`config.mk`:
```
export PLATFORM = sky130hd
export DESIGN_NAME = cu_dp_mem
export DESIGN_NICKNAME = d
export VERILOG_FILES = /design/src/cu_dp_mem_pkg.sv /design/src/cu_dp_mem.sv /design/src/except_cu_fsm.sv /design/src/ldst_cu_fsm.sv /design/src/data_path_memory.sv /design/src/l1_dcache.sv /design/src/addr_xlate.sv
export SDC_FILE = /design/constraint.sdc
export NUM_CORES = 1
export LEC_CHECK = 0
export BUFFER_PORTS_ARGS = -buffer_cell sky130_fd_sc_hd__buf_2
export CAP_MARGIN = 20
export CORE_MARGIN = 1.5
export CORE_UTILIZATION = 40
export DETAILED_ROUTE_END_ITERATION = 12
export PLACE_DENSITY_LB_ADDON = 0.15
export SLEW_MARGIN = 10
export SYNTH_ARGS = -nofsm -noshare
export SYNTH_HDL_FRONTEND = slang
export SYNTH_HIERARCHICAL = 1
export SYNTH_SLANG_ARGS = --single-unit
```
`constraint.sdc`:
```
create_clock -name clk_i -period 10.76 [get_ports clk_i]
set_clock_uncertainty 0.15 [all_clocks]
set_input_delay 0.538 -clock clk_i [delete_from_list [all_inputs] [get_ports clk_i]]
set_output_delay 0.538 -clock clk_i [all_outputs]
set_load 0.01 [all_outputs]
```
`src/cu_dp_mem_pkg.sv`:
```
`default_nettype none

package cu_dp_mem_pkg;

	// Data, address and instruction widths
	localparam int XLEN = 32;
	localparam int ILEN = 32;

	// 4 KiB pages
	localparam int PAGE_OFF = 12;
	localparam int PPN_LEN = 20;

	// Physical memory size in words, and the first byte address beyond it
	localparam int PHYS_WORDS = 4096;
	localparam logic [XLEN-1:0] PHYS_LIMIT = XLEN'(PHYS_WORDS * 4);

	// Commit counter width
	localparam int ROB_IDX_LEN = 4;

	// Major opcodes and funct3 of the word accesses
	localparam logic [6:0] OPC_LOAD = 7'b0000011;
	localparam logic [6:0] OPC_STORE = 7'b0100011;
	localparam logic [2:0] F3_WORD = 3'b010;

	typedef enum logic [1:0] {
		EXC_NONE,
		EXC_LD_MISALIGN,
		EXC_ST_MISALIGN,
		// Out of range address, or opcode/funct3 not supported
		EXC_ACCESS_FAULT
	} except_code_t;

	typedef enum logic [1:0] {
		LDST_NONE,
		LDST_LW,
		LDST_SW
	} ldst_type_t;

	// I-type load word
	typedef struct packed {
		logic [11:0] imm;
		logic [4:0] rs1;
		logic [2:0] funct3;
		logic [4:0] rd;
		logic [6:0] opcode;
	} load_fmt_t;

	// S-type store word
	typedef struct packed {
		logic [6:0] imm_hi;
		logic [4:0] rs2;
		logic [4:0] rs1;
		logic [2:0] funct3;
		logic [4:0] imm_lo;
		logic [6:0] opcode;
	} store_fmt_t;

	// Opcode field sits in the same bits in both views
	typedef union packed {
		load_fmt_t ld;
		store_fmt_t st;
	} instr_u;

	// L1 to L2 request
	typedef struct packed {
		logic valid;
		logic we;
		logic [XLEN-1:0] addr;
		logic [XLEN-1:0] wdata;
	} l2arb_l2c_req_t;

	// L2 to L1 answer
	typedef struct packed {
		logic valid;
		logic [XLEN-1:0] rdata;
	} l2c_l2arb_ans_t;

	// Access request from control to datapath
	// vaddr carries the physical address after translation
	typedef struct packed {
		logic valid;
		ldst_type_t ldst;
		logic [XLEN-1:0] vaddr;
		logic [XLEN-1:0] wdata;
	} mem_req_t;

endpackage

`default_nettype wire
```
`src/cu_dp_mem.sv`:
```
`timescale 1ns/1ps
`default_nettype none

module cu_dp_mem #(
	parameter int L1DC_LINES = 8
) (
	input  wire logic clk_i,
	input  wire logic rst_n_i,
	// Instruction side
	input  wire logic ins_valid_i,
	input  wire cu_dp_mem_pkg::instr_u ins_i,
	input  wire logic [cu_dp_mem_pkg::XLEN-1:0] rs1_val_i,
	input  wire logic [cu_dp_mem_pkg::XLEN-1:0] rs2_val_i,
	// Configuration and abort
	input  wire logic vmem_on_i,
	input  wire logic [cu_dp_mem_pkg::PPN_LEN-1:0] csr_root_ppn_i,
	input  wire logic abort_i,
	// Results
	output logic ins_rdy_o,
	output logic ld_valid_o,
	output logic [cu_dp_mem_pkg::XLEN-1:0] ld_data_o,
	output logic except_raised_o,
	output cu_dp_mem_pkg::except_code_t except_code_o,
	output logic flush_o,
	output logic [cu_dp_mem_pkg::ROB_IDX_LEN-1:0] rob_head_idx_o,
	// L2 channel
	output cu_dp_mem_pkg::l2arb_l2c_req_t l2arb_l2c_req_o,
	input  wire logic l2c_l2arb_req_rdy_i,
	input  wire cu_dp_mem_pkg::l2c_l2arb_ans_t l2c_l2arb_ans_i,
	output logic l2arb_l2c_ans_rdy_o
);

	cu_dp_mem_pkg::mem_req_t mem_req;
	logic mem_done;
	logic [cu_dp_mem_pkg::XLEN-1:0] mem_rdata;
	logic mem_except;
	cu_dp_mem_pkg::except_code_t mem_except_code;
	logic decode_except;
	logic ldst_busy;
	logic exc_stall;

	// New instruction only when neither FSM holds the pipe
	assign ins_rdy_o = !ldst_busy && !exc_stall;

	ldst_cu_fsm u_ldst_cu_fsm (
		.clk_i           (clk_i),
		.rst_n_i         (rst_n_i),
		.ins_valid_i     (ins_valid_i),
		.ins_i           (ins_i),
		.rs1_val_i       (rs1_val_i),
		.rs2_val_i       (rs2_val_i),
		.stall_i         (exc_stall),
		.mem_req_o       (mem_req),
		.mem_done_i      (mem_done),
		.mem_rdata_i     (mem_rdata),
		.mem_except_i    (mem_except),
		.decode_except_o (decode_except),
		.busy_o          (ldst_busy),
		.ld_valid_o      (ld_valid_o),
		.ld_data_o       (ld_data_o),
		.rob_head_idx_o  (rob_head_idx_o)
	);

	except_cu_fsm u_except_cu_fsm (
		.clk_i             (clk_i),
		.rst_n_i           (rst_n_i),
		.mem_except_i      (mem_except),
		.mem_except_code_i (mem_except_code),
		.decode_except_i   (decode_except),
		.abort_i           (abort_i),
		.stall_o           (exc_stall),
		.except_raised_o   (except_raised_o),
		.except_code_o     (except_code_o),
		.flush_o           (flush_o)
	);

	data_path_memory #(
		.L1DC_LINES (L1DC_LINES)
	) u_data_path_memory (
		.clk_i               (clk_i),
		.rst_n_i             (rst_n_i),
		.flush_i             (flush_o),
		.mem_req_i           (mem_req),
		.vmem_on_i           (vmem_on_i),
		.csr_root_ppn_i      (csr_root_ppn_i),
		.mem_done_o          (mem_done),
		.mem_rdata_o         (mem_rdata),
		.mem_except_o        (mem_except),
		.mem_except_code_o   (mem_except_code),
		.l2arb_l2c_req_o     (l2arb_l2c_req_o),
		.l2c_l2arb_req_rdy_i (l2c_l2arb_req_rdy_i),
		.l2c_l2arb_ans_i     (l2c_l2arb_ans_i),
		.l2arb_l2c_ans_rdy_o (l2arb_l2c_ans_rdy_o)
	);

endmodule

`default_nettype wire

```
`src/except_cu_fsm.sv`:
```
`timescale 1ns/1ps
`default_nettype none

module except_cu_fsm (
	input  wire logic clk_i,
	input  wire logic rst_n_i,
	input  wire logic mem_except_i,
	input  wire cu_dp_mem_pkg::except_code_t mem_except_code_i,
	input  wire logic decode_except_i,
	input  wire logic abort_i,
	output logic stall_o,
	output logic except_raised_o,
	output cu_dp_mem_pkg::except_code_t except_code_o,
	output logic flush_o
);

	typedef enum logic [1:0] {
		ST_IDLE,
		ST_RAISE,
		ST_FLUSH,
		ST_HALT
	} state_t;

	state_t state_q;
	logic exc_in;

	assign exc_in = mem_except_i || decode_except_i;

	// Moore outputs
	assign except_raised_o = (state_q == ST_RAISE);
	assign flush_o = (state_q == ST_FLUSH);
	assign stall_o = (state_q != ST_IDLE);

	always_ff @(posedge clk_i) begin
		if (!rst_n_i) begin
			state_q <= ST_IDLE;
			except_code_o <= cu_dp_mem_pkg::EXC_NONE;
		end else begin
			case (state_q)
				ST_IDLE: begin
					if (exc_in) begin
						state_q <= ST_RAISE;
						// Decode traps are always access faults
						except_code_o <= decode_except_i ?
							cu_dp_mem_pkg::EXC_ACCESS_FAULT : mem_except_code_i;
					end
				end
				ST_RAISE: state_q <= ST_FLUSH;
				// Abort may already come with the flush
				ST_FLUSH: state_q <= abort_i ? ST_IDLE : ST_HALT;
				ST_HALT: begin
					if (abort_i) begin
						state_q <= ST_IDLE;
					end
				end
				default: state_q <= ST_IDLE;
			endcase
		end
	end

	// Single flush per exception
	a_flush_pulse: assert property (@(posedge clk_i) disable iff (!rst_n_i)
		flush_o |=> !flush_o);

endmodule

`default_nettype wire

```
`src/ldst_cu_fsm.sv`:
```
`timescale 1ns/1ps
`default_nettype none

module ldst_cu_fsm (
	input  wire logic clk_i,
	input  wire logic rst_n_i,
	input  wire logic ins_valid_i,
	input  wire cu_dp_mem_pkg::instr_u ins_i,
	input  wire logic [cu_dp_mem_pkg::XLEN-1:0] rs1_val_i,
	input  wire logic [cu_dp_mem_pkg::XLEN-1:0] rs2_val_i,
	input  wire logic stall_i,
	output cu_dp_mem_pkg::mem_req_t mem_req_o,
	input  wire logic mem_done_i,
	input  wire logic [cu_dp_mem_pkg::XLEN-1:0] mem_rdata_i,
	input  wire logic mem_except_i,
	output logic decode_except_o,
	output logic busy_o,
	output logic ld_valid_o,
	output logic [cu_dp_mem_pkg::XLEN-1:0] ld_data_o,
	output logic [cu_dp_mem_pkg::ROB_IDX_LEN-1:0] rob_head_idx_o
);

	typedef enum logic [1:0] {
		ST_IDLE,
		ST_ISSUE,
		ST_WAIT
	} state_t;

	state_t state_q;
	logic [cu_dp_mem_pkg::ILEN-1:0] ins_q;
	logic [cu_dp_mem_pkg::XLEN-1:0] rs1_q;
	logic [cu_dp_mem_pkg::XLEN-1:0] rs2_q;
	cu_dp_mem_pkg::instr_u dec;
	logic accept;
	logic is_load;
	logic is_store;
	logic [11:0] imm12;
	logic [cu_dp_mem_pkg::XLEN-1:0] eff_addr;

	assign accept = ins_valid_i && !stall_i && (state_q == ST_IDLE);
	assign busy_o = (state_q != ST_IDLE);

	// Same word, read as I-type or S-type
	assign dec = ins_q;
	assign is_load = (dec.ld.opcode == cu_dp_mem_pkg::OPC_LOAD) &&
		(dec.ld.funct3 == cu_dp_mem_pkg::F3_WORD);
	assign is_store = (dec.st.opcode == cu_dp_mem_pkg::OPC_STORE) &&
		(dec.st.funct3 == cu_dp_mem_pkg::F3_WORD);
	assign imm12 = is_store ? {dec.st.imm_hi, dec.st.imm_lo} : dec.ld.imm;
	assign eff_addr = rs1_q + {{(cu_dp_mem_pkg::XLEN-12){imm12[11]}}, imm12};

	// Anything else traps straight from decode
	assign decode_except_o = (state_q == ST_ISSUE) && !is_load && !is_store;

	always_ff @(posedge clk_i) begin
		if (!rst_n_i) begin
			state_q <= ST_IDLE;
			mem_req_o.valid <= 1'b0;
			ld_valid_o <= 1'b0;
			rob_head_idx_o <= '0;
		end else begin
			ld_valid_o <= 1'b0;
			case (state_q)
				ST_IDLE: begin
					if (accept) begin
						state_q <= ST_ISSUE;
					end
				end
				ST_ISSUE: begin
					// One-cycle request strobe
					mem_req_o.valid <= is_load || is_store;
					state_q <= (is_load || is_store) ? ST_WAIT : ST_IDLE;
				end
				ST_WAIT: begin
					mem_req_o.valid <= 1'b0;
					if (mem_done_i) begin
						state_q <= ST_IDLE;
						rob_head_idx_o <= rob_head_idx_o + 1'b1;
						ld_valid_o <= (mem_req_o.ldst == cu_dp_mem_pkg::LDST_LW);
					end else if (mem_except_i) begin
						// Trapped access, no commit
						state_q <= ST_IDLE;
					end
				end
				default: begin
					state_q <= ST_IDLE;
				end
			endcase
		end
		// Operands of the accepted instruction
		if (accept) begin
			ins_q <= ins_i;
			rs1_q <= rs1_val_i;
			rs2_q <= rs2_val_i;
		end
		if (state_q == ST_ISSUE) begin
			mem_req_o.ldst <= is_load ? cu_dp_mem_pkg::LDST_LW : cu_dp_mem_pkg::LDST_SW;
			mem_req_o.vaddr <= eff_addr;
			mem_req_o.wdata <= rs2_q;
		end
		if (mem_done_i) begin
			ld_data_o <= mem_rdata_i;
		end
	end

	// Only one request per instruction
	a_no_req_in_wait: assert property (@(posedge clk_i) disable iff (!rst_n_i)
		state_q == ST_WAIT |=> !$rose(mem_req_o.valid));

endmodule

`default_nettype wire

```
`src/data_path_memory.sv`:
```
`timescale 1ns/1ps
`default_nettype none

module data_path_memory #(
	parameter int L1DC_LINES = 8
) (
	input  wire logic clk_i,
	input  wire logic rst_n_i,
	input  wire logic flush_i,
	input  wire cu_dp_mem_pkg::mem_req_t mem_req_i,
	input  wire logic vmem_on_i,
	input  wire logic [cu_dp_mem_pkg::PPN_LEN-1:0] csr_root_ppn_i,
	output logic mem_done_o,
	output logic [cu_dp_mem_pkg::XLEN-1:0] mem_rdata_o,
	output logic mem_except_o,
	output cu_dp_mem_pkg::except_code_t mem_except_code_o,
	output cu_dp_mem_pkg::l2arb_l2c_req_t l2arb_l2c_req_o,
	input  wire logic l2c_l2arb_req_rdy_i,
	input  wire cu_dp_mem_pkg::l2c_l2arb_ans_t l2c_l2arb_ans_i,
	output logic l2arb_l2c_ans_rdy_o
);

	cu_dp_mem_pkg::mem_req_t preq;
	logic xlate_except;
	cu_dp_mem_pkg::except_code_t xlate_code;

	addr_xlate u_addr_xlate (
		.clk_i          (clk_i),
		.rst_n_i        (rst_n_i),
		.req_i          (mem_req_i),
		.vmem_on_i      (vmem_on_i),
		.csr_root_ppn_i (csr_root_ppn_i),
		.preq_o         (preq),
		.except_o       (xlate_except),
		.except_code_o  (xlate_code)
	);

	// Faulting requests never reach the cache
	l1_dcache #(
		.L1DC_LINES (L1DC_LINES)
	) u_l1_dcache (
		.clk_i               (clk_i),
		.rst_n_i             (rst_n_i),
		.flush_i             (flush_i),
		.preq_i              (preq),
		.done_o              (mem_done_o),
		.rdata_o             (mem_rdata_o),
		.l2arb_l2c_req_o     (l2arb_l2c_req_o),
		.l2c_l2arb_req_rdy_i (l2c_l2arb_req_rdy_i),
		.l2c_l2arb_ans_i     (l2c_l2arb_ans_i),
		.l2arb_l2c_ans_rdy_o (l2arb_l2c_ans_rdy_o)
	);

	// Code reads as none outside the exception pulse
	assign mem_except_o = xlate_except;
	assign mem_except_code_o = xlate_except ? xlate_code : cu_dp_mem_pkg::EXC_NONE;

endmodule

`default_nettype wire

```
`src/l1_dcache.sv`:
```
`timescale 1ns/1ps
`default_nettype none

module l1_dcache #(
	parameter int L1DC_LINES = 8
) (
	input  wire logic clk_i,
	input  wire logic rst_n_i,
	input  wire logic flush_i,
	input  wire cu_dp_mem_pkg::mem_req_t preq_i,
	output logic done_o,
	output logic [cu_dp_mem_pkg::XLEN-1:0] rdata_o,
	output cu_dp_mem_pkg::l2arb_l2c_req_t l2arb_l2c_req_o,
	input  wire logic l2c_l2arb_req_rdy_i,
	input  wire cu_dp_mem_pkg::l2c_l2arb_ans_t l2c_l2arb_ans_i,
	output logic l2arb_l2c_ans_rdy_o
);

	localparam int IDX_W = $clog2(L1DC_LINES);
	localparam int TAG_W = cu_dp_mem_pkg::XLEN - 2 - IDX_W;

	typedef enum logic [1:0] {
		ST_IDLE,
		ST_REQ,
		ST_FILL
	} state_t;

	state_t state_q;
	logic [L1DC_LINES-1:0] valid_q;
	logic [TAG_W-1:0] tag_q [L1DC_LINES];
	logic [cu_dp_mem_pkg::XLEN-1:0] data_q [L1DC_LINES];
	logic [IDX_W-1:0] idx;
	logic [TAG_W-1:0] req_tag;
	logic [IDX_W-1:0] fill_idx;
	logic hit;
	logic accept;
	logic is_store;
	logic hit_done;
	logic wr_done;
	logic fill_done;

	// Word-indexed line select
	assign idx = preq_i.vaddr[2 +: IDX_W];
	assign req_tag = preq_i.vaddr[cu_dp_mem_pkg::XLEN-1 -: TAG_W];
	// Fill line comes from the address held in the L2 request
	assign fill_idx = l2arb_l2c_req_o.addr[2 +: IDX_W];
	assign hit = valid_q[idx] && (tag_q[idx] == req_tag);

	// A flush cycle drops the incoming request
	assign accept = (state_q == ST_IDLE) && preq_i.valid && !flush_i;
	assign is_store = (preq_i.ldst == cu_dp_mem_pkg::LDST_SW);

	assign hit_done = accept && !is_store && hit;
	assign wr_done = (state_q == ST_REQ) && l2arb_l2c_req_o.we && l2c_l2arb_req_rdy_i;
	assign fill_done = (state_q == ST_FILL) && l2c_l2arb_ans_i.valid;

	assign done_o = hit_done || wr_done || fill_done;
	assign rdata_o = (state_q == ST_FILL) ? l2c_l2arb_ans_i.rdata : data_q[idx];
	assign l2arb_l2c_ans_rdy_o = (state_q == ST_FILL);

	always_ff @(posedge clk_i) begin
		if (!rst_n_i) begin
			state_q <= ST_IDLE;
			valid_q <= '0;
			l2arb_l2c_req_o.valid <= 1'b0;
		end else begin
			case (state_q)
				ST_IDLE: begin
					// Misses and all stores go to L2
					if (accept && !hit_done) begin
						l2arb_l2c_req_o.valid <= 1'b1;
						state_q <= ST_REQ;
					end
				end
				ST_REQ: begin
					if (l2c_l2arb_req_rdy_i) begin
						l2arb_l2c_req_o.valid <= 1'b0;
						state_q <= l2arb_l2c_req_o.we ? ST_IDLE : ST_FILL;
					end
				end
				ST_FILL: begin
					if (fill_done) begin
						valid_q[fill_idx] <= 1'b1;
						state_q <= ST_IDLE;
					end
				end
				default: state_q <= ST_IDLE;
			endcase
		end
		// Request payload held until the transfer
		if (accept) begin
			l2arb_l2c_req_o.we <= is_store;
			l2arb_l2c_req_o.addr <= preq_i.vaddr;
			l2arb_l2c_req_o.wdata <= preq_i.wdata;
		end
		// Write-through, no allocate on a store miss
		if (accept && is_store && hit) begin
			data_q[idx] <= preq_i.wdata;
		end
		if (fill_done) begin
			tag_q[fill_idx] <= l2arb_l2c_req_o.addr[cu_dp_mem_pkg::XLEN-1 -: TAG_W];
			data_q[fill_idx] <= l2c_l2arb_ans_i.rdata;
		end
	end

	// L2 request stable under back-pressure
	a_req_stable: assert property (@(posedge clk_i) disable iff (!rst_n_i)
		l2arb_l2c_req_o.valid && !l2c_l2arb_req_rdy_i |=> $stable(l2arb_l2c_req_o));

endmodule

`default_nettype wire

```
`src/addr_xlate.sv`:
```
`timescale 1ns/1ps
`default_nettype none

module addr_xlate (
	input  wire logic clk_i,
	input  wire logic rst_n_i,
	input  wire cu_dp_mem_pkg::mem_req_t req_i,
	input  wire logic vmem_on_i,
	input  wire logic [cu_dp_mem_pkg::PPN_LEN-1:0] csr_root_ppn_i,
	output cu_dp_mem_pkg::mem_req_t preq_o,
	output logic except_o,
	output cu_dp_mem_pkg::except_code_t except_code_o
);

	logic [cu_dp_mem_pkg::XLEN-1:0] paddr;
	logic [cu_dp_mem_pkg::PPN_LEN-1:0] ppn;
	logic misalign;
	logic out_of_range;
	cu_dp_mem_pkg::except_code_t code;

	// Page number shifted by the root PPN, offset untouched
	assign ppn = req_i.vaddr[cu_dp_mem_pkg::XLEN-1:cu_dp_mem_pkg::PAGE_OFF] + csr_root_ppn_i;
	assign paddr = vmem_on_i ?
		{ppn, req_i.vaddr[cu_dp_mem_pkg::PAGE_OFF-1:0]} : req_i.vaddr;

	assign misalign = (req_i.vaddr[1:0] != 2'b00);
	assign out_of_range = (paddr >= cu_dp_mem_pkg::PHYS_LIMIT);

	// Misalignment wins over the range check
	always_comb begin
		code = cu_dp_mem_pkg::EXC_NONE;
		if (misalign) begin
			code = (req_i.ldst == cu_dp_mem_pkg::LDST_SW) ?
				cu_dp_mem_pkg::EXC_ST_MISALIGN : cu_dp_mem_pkg::EXC_LD_MISALIGN;
		end else if (out_of_range || req_i.ldst == cu_dp_mem_pkg::LDST_NONE) begin
			code = cu_dp_mem_pkg::EXC_ACCESS_FAULT;
		end
	end

	always_ff @(posedge clk_i) begin
		if (!rst_n_i) begin
			preq_o.valid <= 1'b0;
			except_o <= 1'b0;
			except_code_o <= cu_dp_mem_pkg::EXC_NONE;
		end else begin
			// Either a clean physical request or an exception, never both
			preq_o.valid <= req_i.valid && (code == cu_dp_mem_pkg::EXC_NONE);
			except_o <= req_i.valid && (code != cu_dp_mem_pkg::EXC_NONE);
			except_code_o <= code;
		end
		preq_o.ldst <= req_i.ldst;
		preq_o.vaddr <= paddr;
		preq_o.wdata <= req_i.wdata;
	end

endmodule

`default_nettype wire

```
# Yosys cells after proc, flatten, opt, wreduce, memory -nomap -nowiden
# Memory sizes are Yosys's and may differ from the RTL's. A register that Yosys moved wholly into a read port is not among the register bits.
# Index checks and enable logic that the tools add are counted.
[totals]
register_bits = 352
mem_bits_rw = 472
inputBits = 155
out_inout_bits = 109
wordCells = 147
memories = 2
[classes]
n_addsub = 3
magnitude_cmp = 4
eq_ne = 21
n_mux = 38
bitwise = 1
n_reduce_logical = 53
[memory_table]
columns = ["memory", "words", "width", "rd", "rd_ports_with_merged_regs", "write_ports", "line_no", "source"]
rows = [
  ["u_data_path_memory.u_l1_dcache.data_q", 8, 32, 1, 1, 1, "l1_dcache.sv:31", "logic [cu_dp_mem_pkg::XLEN-1:0] data_q [L1DC_LINES];"],
  ["u_data_path_memory.u_l1_dcache.tag_q", 8, 27, 1, 1, 1, "l1_dcache.sv:30", "logic [TAG_W-1:0] tag_q [L1DC_LINES];"],
]
[ops]
columns = ["operator", "n"]
rows = [
  ["2-to-1 mux 32 bit", 3],
  ["2-to-1 mux 2 bit", 17],
  ["adder 32 bit", 1],
  [">= comparator 32 x 15 -> 1 bit (second input constant)", 1],
  ["OR reduction 32 bit", 1],
  ["== test 27 bit", 1],
  ["logical AND 1 bit", 21],
  ["adder 20 bit", 1],
  ["== test 2 bit (second input constant)", 6],
  ["case mux 2 bit (3 select lines)", 2],
  ["nonzero test 2 bit", 6],
  ["zero test 2 bit", 5],
  ["AND reduction 2 bit", 5],
  ["2-to-1 mux 1 bit", 9],
  ["AND reduction 3 bit", 3],
  ["== test 2 x 1 -> 1 bit (second input constant)", 4],
  ["less-than comparator 3 x 4 -> 1 bit (second input constant)", 2],
  ["!= test 2 x 1 -> 1 bit (second input constant)", 4],
  ["OR 8 bit", 1],
  ["case mux 2 bit (4 select lines)", 1],
  ["== test 7 x 2 -> 1 bit (second input constant)", 1],
  ["== test 7 x 6 -> 1 bit (second input constant)", 1],
  ["zero test 1 bit", 7],
  ["logical OR 1 bit", 5],
  ["other kinds (10)", 12],
]

# Longest topological paths before layout
# Gate-level depths: netlist (run 1).
[depth]
word_depth = 9
ltp_mapped = 15
ltp_nobuf = 15

# Cells and area by module
# The synthesis (run 1) kept the hierarchy.
[by_module_without_submodules]
columns = ["mod", "instances", "cells_each", "area_per_inst_um2", "seq_area_each_um2"]
rows = [
  ["l1_dcache", 1, 1048, 21459.3, 16345.7],
  ["ldst_cu_fsm", 1, 493, 7923.8, 5835.6],
  ["addr_xlate", 1, 282, 3052.9, 1401.3],
  ["except_cu_fsm", 1, 18, 188.9, 80.1],
  ["data_path_memory", 1, 2, 12.5, 0.0],
  ["cu_dp_mem", 1, 1, 3.8, 0.0],
]

# Least setup slack after synthesis (run 1)
# Ideal clock, no wire load.
[synth_timing]
path_type = "reg-to-reg"
startpoint = "register u_data_path_memory.u_l1_dcache.state_q[1]"
endpoint = "memory u_data_path_memory/u_l1_dcache/data_q[0][0] in the netlist's numbering, enable pin"
setup_time_ps = 428
arrival_time_ps = 4726
required_time_ps = 10182
setup_slack_ps = 5456
stages_incl_launch_ff = 6
path_buffers = 1
period_less_slack_ps = 5304
cell_sequence = "dfxtp_1 nor2b_1 nand2_1 clkbuf_1 nor4_1 o21bai_1"
[synth_via]
elab_chain_cells = 8
word_cells_on_any_way = 14
classes_between = "eq/ne (1); mux (6); reduce/logical (7)"
[synth_rtl]
columns = ["item", "line_no", "source"]
rows = [
  ["start: declaration", "l1_dcache.sv:28", "state_t state_q;"],
  ["start signal: assignment", "l1_dcache.sv:78", "state_q <= l2arb_l2c_req_o.we ? ST_IDLE : ST_FILL;"],
  ["parallel branches: the longest is 8 deep, another holds OR reduction 32 bit", "--", ""],
  ["end: declaration", "l1_dcache.sv:31", ""],
]
# Several ways; the timed one is not identified.

# Worst setup path after layout (run 1)
[layout_timing]
startpoint = "register u_data_path_memory/u_addr_xlate/preq_o[35] in the netlist's numbering"
endpoint = "register u_ldst_cu_fsm/ld_data_o[6] in the netlist's numbering, enable pin"
[layout_via]
elab_chain_cells = 6
[layout_rtl]
columns = ["item", "line_no", "source"]
rows = [
  ["start: declaration", "addr_xlate.sv:10", "output cu_dp_mem_pkg::mem_req_t preq_o,"],
  ["binary-select mux 1 bit (select 3 bit)", "l1_dcache.sv:47", "assign hit = valid_q[idx] && (tag_q[idx] == req_tag);"],
  ["2-to-1 mux 1 bit (implied by the code)", "l1_dcache.sv:47", ""],
  ["logical AND 1 bit", "l1_dcache.sv:47", ""],
  ["logical AND 1 bit", "l1_dcache.sv:53", "assign hit_done = accept && !is_store && hit;"],
  ["logical OR 1 bit (2 in a row)", "l1_dcache.sv:57", "assign done_o = hit_done || wr_done || fill_done;"],
  ["net mem_done", "cu_dp_mem.sv:34", "logic mem_done;"],
  ["end signal: assignment", "ldst_cu_fsm.sv:102", "ld_data_o <= mem_rdata_i;"],
  ["end: declaration", "ldst_cu_fsm.sv:19", "output logic [cu_dp_mem_pkg::XLEN-1:0] ld_data_o,"],
]
# The timed path passes the listed nets, and every way through them passes these cells. The select of a mux whose other input is x is not followed.
# A chain may end at the register's enable or synchronous reset.

==> results.toml, run 1 <==
[sta]
tns_ns = 0
final_hold_viol_count = 0
timing.final.ws_setup_ns = 5.52
rsz0062_at_grt = "false"
slew_headroom_pct = 27.4
period_minus_slack_ns = 5.24
min_period_over_period_pct = 48.7
setup_viol = 0
tightestPinTransition_ns = 1.09
slew_violations = 0
max_freq_mhz = 191

[yosys]
seq_area_frac_synth_pct = 72.5
avgSynthCellArea_sq_um = 17.7
synth_cell_types = 95
synth_area_sq_um = 32600
async_reset_ff_share_pct = 0
ys.flop_type = "edfxtp_1"
synthCells = 1844
synth_edf_count = 726
synthesis.nets = 2055
yosys_warnings = 6
synth_seq_cells = 819

[placed_design]
portBuffers = 258
dp_hpwl_um = 46400
place_area_sq_um = 35200
routabilityCongestion = 0.847
place_ws_ns = 5.41

[drt]
ant_nets = 0
vias = 17563
wl_met2_um = 35600
viasPerCell = 5.19
firstDrtPassIters = 9
routed_wl_um = 75200
initialDrtViolationCount = 1250
dr_wl_met3_um = 3930
post-route-drc-count = 5
top_layer = "met5"
met1_length_um = 34000
routedWlPerCell_um = 22.2

[critical_path]
crit_path_max_fanout = 58
r2r_end = "u_ldst_cu_fsm/ld_data_o[6]"
crit_path_end_kind = "register"
critPathArrivalTime_ns = 5.36
path_class = "reg -> reg"
cp-start-kind = "register"
cp-endpoint = "u_ldst_cu_fsm/ld_data_o[6]"
worstRegToRegCells = 8
rr_startpoint = "u_data_path_memory/u_addr_xlate/preq_o[35]"
cp.required_ns = 10.88
cp-startpoint = "u_data_path_memory/u_addr_xlate/preq_o[35]"
r2r_setup_slack_ns = 5.52

[finish]
layout_commonest_cell = "edfxtp_1"
final_cell_mix = "edfxtp_1, buf_2, mux2i_1, dlygate4sd3_1"
multi_input_area_sq_um = 8660
n_antenna_cell = 0
drive_gt1_share_pct = 27.6
postLayoutCoreUtil_pct = 48.4
fillCellCount = 6854
synthToLayoutAreaGrowth_pct = 19.7
seq_area_sq_um = 23700
nets = 2462
fin_area_sq_um = 39100

[power_and_ir_drop]
power.internal_w = 0.00574
combPwrFrac_pct = 11.2
ir_drop_uv = 105
power_frac_seq_pct = 49.2
leakage_nw = 13.7
power_switching_share_pct = 23.7
power_density_nw_per_um2 = 193
switching_power_w = 0.00178
clkPwrFrac_pct = 39.5

[clock_network]
post-cts-setup-buffers = 0
post_cts_resized = 0
cts_tree = "yes"
clock-sinks = 819
numCtsBuffers = 88
clkTransAtPathRegs_ns = 0.06
insertion_delay_ns = 0.64
root_buffer = "clkbuf_16"
htree_levels = 3
cts_max_path_buffers = 3

[global_routing]
grt_antenna_before_repair = 4
grt_max_degree = 69
gr-total-overflow = 0
grt_pass1_wl_um = 111000
grt_util_all_layers_pct = 18.0
grt_pass1_vias = 18193

[floorplan]
rows = 104
dieArea_sq_um = 83300
core_sq_um = 80700
start_util_pct = 40.5
die_x_um = 289
fp.dieH_um = 289
ioPinCount = 264

[hold_path]
hold_class = "in -> reg"

[flow_run]
drv_cap = 0

[run_status]
status = "finished with violations"
violations = "design-rule violations"
kinds of logic (layout without fill, tap and decap cells):
| family | after synthesis | count (layout) | synth area share [%] |
|---|---|---|---|
| simple gates | 293 | 293 | 4.91 |
| xor+xnor | 54 | 54 | 1.45 |
| buf+inv | 82 | 562 | 1.49 |
| flops | 819 | 819 | 72.5 |
| mux | 246 | 246 | 11.1 |
| fa+ha+maj | 56 | 56 | 2.19 |
| compound gates | 294 | 294 | 6.33 |
cell usage after synthesis, types with 7 or more instances:
master	n	area (sq um)
nand2_1	90	338
and3_1	11	68.8
o21a_1	20	150
nand2b_1	17	106
mux2_2	58	653
a22oi_1	14	105
nor2b_1	19	119
edfxtp_1	726	21800
a21o_1	17	128
clkbuf_1	24	90.1
a22o_1	8	70.1
dfxtp_1	93	1860
mux2_1	7	78.8
mux2i_1	94	941
mux4_2	87	1960
nor2_1	40	150
o22ai_1	14	87.6
or3_1	11	68.8
a21oi_1	49	245
o21ai_0	71	355
and2_1	12	75.1
ha_1	54	676
o21bai_1	14	105
buf_6	13	146
nor3_1	10	50.1
o211ai_1	10	75.1
xor2_1	24	210
nand3_1	21	105
a31oi_1	8	50.1
inv_1	21	78.8
buf_2	10	50.1
xnor2_1	30	263
nand4_1	13	81.3
metrics by stage:
step	hold slack [ns]	std cells	total power, W
after global routing	0.0302	3384	0.00783
after CTS	0.00713	3383	0.00761
after floorplan	0.173	1844	0.00435
final	0.0480	3384	0.00753
after detailed placement	0.177	3129	0.00460
after global placement	0.173	3129	0.00459
power by group through the flow:
stage | combinational, W | sequential (W) | clock, W
after floorplan | 0.000643 | 0.00371 | 0
after global placement | 0.000813 | 0.00377 | 0
after detailed placement | 0.000821 | 0.00378 | 0
after CTS | 0.000850 | 0.00371 | 0.00305
after global routing | 0.000926 | 0.00372 | 0.00318
final | 0.000844 | 0.00371 | 0.00298
routing by layer:
layer  up-vias  global-route usage (%)
li1       8165                       -
met1      8856                    24.6
met2       436                    29.1
met3       104                    3.54
met4         2                    5.48
met5         -                       0
flip-flops by register name, summed over array words and instances (netlist names):
signal	count
u_data_path_memory/u_l1_dcache/state_q	2
u_data_path_memory/u_addr_xlate/preq_o	67
u_ldst_cu_fsm/ld_valid_o	1
u_data_path_memory/u_l1_dcache/l2arb_l2c_req_o	66
u_data_path_memory/u_addr_xlate/except_code_o	2
u_ldst_cu_fsm/ld_data_o	32
u_ldst_cu_fsm/rs2_q	32
u_ldst_cu_fsm/mem_req_o	67
u_ldst_cu_fsm/rob_head_idx_o	4
u_data_path_memory/u_l1_dcache/data_q	256
u_data_path_memory/u_l1_dcache/tag_q	216
u_except_cu_fsm/except_code_o	2
u_data_path_memory/u_l1_dcache/valid_q	8
u_except_cu_fsm/state_q	2
u_ldst_cu_fsm/rs1_q	32
u_ldst_cu_fsm/state_q	2
u_ldst_cu_fsm/dec	27
u_data_path_memory/u_addr_xlate/except_o	1
worst max-delay path, cell delays in order (launching register included):
cell      delay, ns
dfxtp_4        0.93
buf_4          0.85
mux4_2         0.60
mux2i_1        0.23
xnor2_1        0.21
nor4_4         0.41
nand4_1        0.43
o21bai_4       0.44
buf_4          0.52
worst min-delay path by stage:
stage / endpoint / slack [ns] / start / cells past startpoint
5_1_grt: u_ldst_cu_fsm/ld_data_o[25] / 0.03 / l2c_l2arb_ans_i[25] / 3
6_report: u_ldst_cu_fsm/ld_data_o[9] / 0.05 / l2c_l2arb_ans_i[9] / 3
2_1_floorplan: u_data_path_memory/u_addr_xlate/preq_o[0] / 0.17 / u_ldst_cu_fsm/mem_req_o[0] / 0
3_3_place_gp: u_data_path_memory/u_addr_xlate/preq_o[34] / 0.17 / u_ldst_cu_fsm/mem_req_o[34] / 0
4_1_cts: u_ldst_cu_fsm/ld_data_o[30] / 0.007 / l2c_l2arb_ans_i[30] / 3
3_5_place_dp: u_data_path_memory/u_addr_xlate/preq_o[16] / 0.18 / u_ldst_cu_fsm/mem_req_o[16] / 0
timing repair:
item                                    4_1_cts  5_1_grt
hold buffers                                 91        0
endpoints found under the hold margin        91        0
endpoints found under the setup margin        0        0
layout make-up:
cell class	instances	share of cell area, %
Clock buffer	127	6.48
Tap cell	1060	3.39
Timing Repair Buffer	377	6.22
Clock inverter	36	0.964
Sequential cell	819	60.6
Multi-Input combinational cell	943	22.1
Inverter	22	0.215
(Power assumes the default switching activity.)
==> inputs of run 2 (changes only) <==
==> constraint.sdc (replaced) <==
create_clock -name clk_i -period 4.2 [get_ports clk_i]
set_clock_uncertainty 0.15 [all_clocks]
set_input_delay 0.21 -clock clk_i [delete_from_list [all_inputs] [get_ports clk_i]]
set_output_delay 0.21 -clock clk_i [all_outputs]
set_load 0.01 [all_outputs]
==> results.toml, run 2 (synthesized netlist as in run 1, its figures left out) <==
[run_status]
status = "finished with violations"
violations = "design-rule violations"

[placed_design]
routabilityCongestion = 0.834
portBuffers = 258
dp_hpwl_um = 49100
placedCellCount = 3153
place_area_sq_um = 35600

[global_routing]
grt_max_degree = 55
gr-total-overflow = 0
grt_pass1_vias = 18545
grt_antenna_before_repair = 5
grt_pass1_wl_um = 114000
grt_util_all_layers_pct = 18.3

[sta]
tightestPinTransition_ns = 0.934
final_hold_viol_count = 0
rsz0062_at_grt = "false"
slew_headroom_pct = 37.6
period_minus_slack_ns = 3.91
slew_violations = 0
tns_ns = 0
min_period_over_period_pct = 93.0
setup_viol = 0
max_freq_mhz = 256
hold_slack_ns = 0.0859

[drt]
vias = 18014
viasPerCell = 5.22
routedWlPerCell_um = 22.3
initialDrtViolationCount = 1410
routed_wl_um = 76900
firstDrtPassIters = 11
post-route-drc-count = 13
ant_nets = 0

[finish]
drive_gt1_share_pct = 27.8
largest_register_ffs = 256
nets = 2530
n_antenna_cell = 0
fin_cells = 3449
final_cell_mix = "edfxtp_1, buf_2, dlygate4sd3_1, mux2i_1, dfxtp_1"
layout_commonest_cell = "edfxtp_1"
top_regs = "u_data_path_memory/u_l1_dcache/data_q (256), u_data_path_memory/u_l1_dcache/tag_q (216)"
synthToLayoutAreaGrowth_pct = 22.1
fin_area_sq_um = 39800
top_register = "u_data_path_memory/u_l1_dcache/data_q"

[power_and_ir_drop]
power_density_nw_per_um2 = 484
ir_drop_uv = 287
power_switching_share_pct = 23.9
clkPwrFrac_pct = 39.0
leakage_nw = 14.0
switching_power_w = 0.00461
power_frac_seq_pct = 49.0
power.internal_w = 0.0147
combPwrFrac_pct = 11.9

[floorplan]
rows = 104
ioPinCount = 264
die_x_um = 289
core_sq_um = 80700
start_util_pct = 40.5
fp.dieH_um = 289
dieArea_sq_um = 83300

[critical_path]
crit_path_end_kind = "register"
worstRegToRegCells = 15
crit_path_max_fanout = 3
slowest_stage = "fa_1"
cp.required_ns = 4.41
r2r_setup_slack_ns = 0.29
cp_slowest_stage_delay_ns = 0.43
critPathArrivalTime_ns = 4.12
path_class = "reg -> reg"
path_cells = "nor4b_1, nand3_1, nor4_2, nand2_1, mux2_2, ha_1, inv_1, fa_1, nor2b_1, o211ai_1, a211o_1, a21oi_2, o31a_1, a31oi_1, xnor2_1"
cp-start-kind = "register"

[clock_network]
clock-sinks = 819
clkTransAtPathRegs_ns = 0.06
insertion_delay_ns = 0.64
cts_max_path_buffers = 3
root_buffer = "clkbuf_16"
htree_levels = 3
numCtsBuffers = 86
cts_tree = "yes"

[flow_run]
drv_cap = 0

[hold_path]
hold_path_depth = 4
hold_class = "in -> reg"
[run 2: final cells by class]
type	count	area, sq um
inverter	22	83.8
timing repair buffer	447	3240
multi-input combinational	943	8680
clock buffer	113	2350
sequential	819	23700
clock inverter	45	498
tap	1060	1330
fill	6819	40800
[run 2: worst max-delay path: cells and delay by family (launching register included)]
family,cells,cell delay [ns]
xor gates and xnor gates,1,0.14
buffers and inverters,1,0.08
DFF,1,0.37
adders and majority gates,2,0.64
AOI/OAI and AO/OA,5,1.10
muxes,1,0.24
and+or+nand+nor,5,0.93
[run 2: power by group through the flow]
| stage | Combinational, W | Sequential (W) | Clock (W) |
|---|---|---|---|
| after floorplan | 0.00165 | 0.00949 | 0 |
| after global placement | 0.00217 | 0.00963 | 0 |
| after detailed placement | 0.00219 | 0.00963 | 0 |
| after CTS | 0.00230 | 0.00946 | 0.00775 |
| after global routing | 0.00252 | 0.00948 | 0.00804 |
| final | 0.00230 | 0.00945 | 0.00753 |
[run 2: metal layers]
| metal | track usage, % | share of wire [%] | vias up |
|---|---|---|---|
| met5 | 0 | 0.049 | - |
| met4 | 5.81 | 2.2 | 6 |
| met3 | 3.01 | 5.0 | 101 |
| met2 | 29.5 | 48 | 450 |
| met1 | 25.5 | 45 | 9167 |
| li1 | - | - | 8290 |
[run 2: timing repair]
| item | 4_1_cts | 5_1_grt |
|---|---|---|
| hold endpoints to repair | 414 | 0 |
| hold buffers | 137 | 0 |
| buffers inserted | 0 | 1 |
| setup endpoints to repair | 0 | 4 |
| gates resized for setup | 0 | 1 |
[run 2: worst paths after layout]
check	startpoint	endpoint
worst max-delay path	u_ldst_cu_fsm/dec[6]	u_ldst_cu_fsm/mem_req_o[58]
worst min-delay path	csr_root_ppn_i[2]	u_data_path_memory/u_addr_xlate/preq_o[46]
worst max register to register	u_ldst_cu_fsm/dec[6]	u_ldst_cu_fsm/mem_req_o[58]
worst min register to register	u_ldst_cu_fsm/mem_req_o[26]	u_data_path_memory/u_addr_xlate/preq_o[26]
[run 2: per-stage QoR]
step,total power [W],utilization (%),setup WS [ns]
2_1_floorplan,0.0111,-,-0.349
3_3_place_gp,0.0118,44.1,0.150
3_5_place_dp,0.0118,44.1,0.113
4_1_cts,0.0195,49.4,0.0942
5_1_grt,0.0200,49.4,0.0256
6_report,0.0193,49.4,0.294
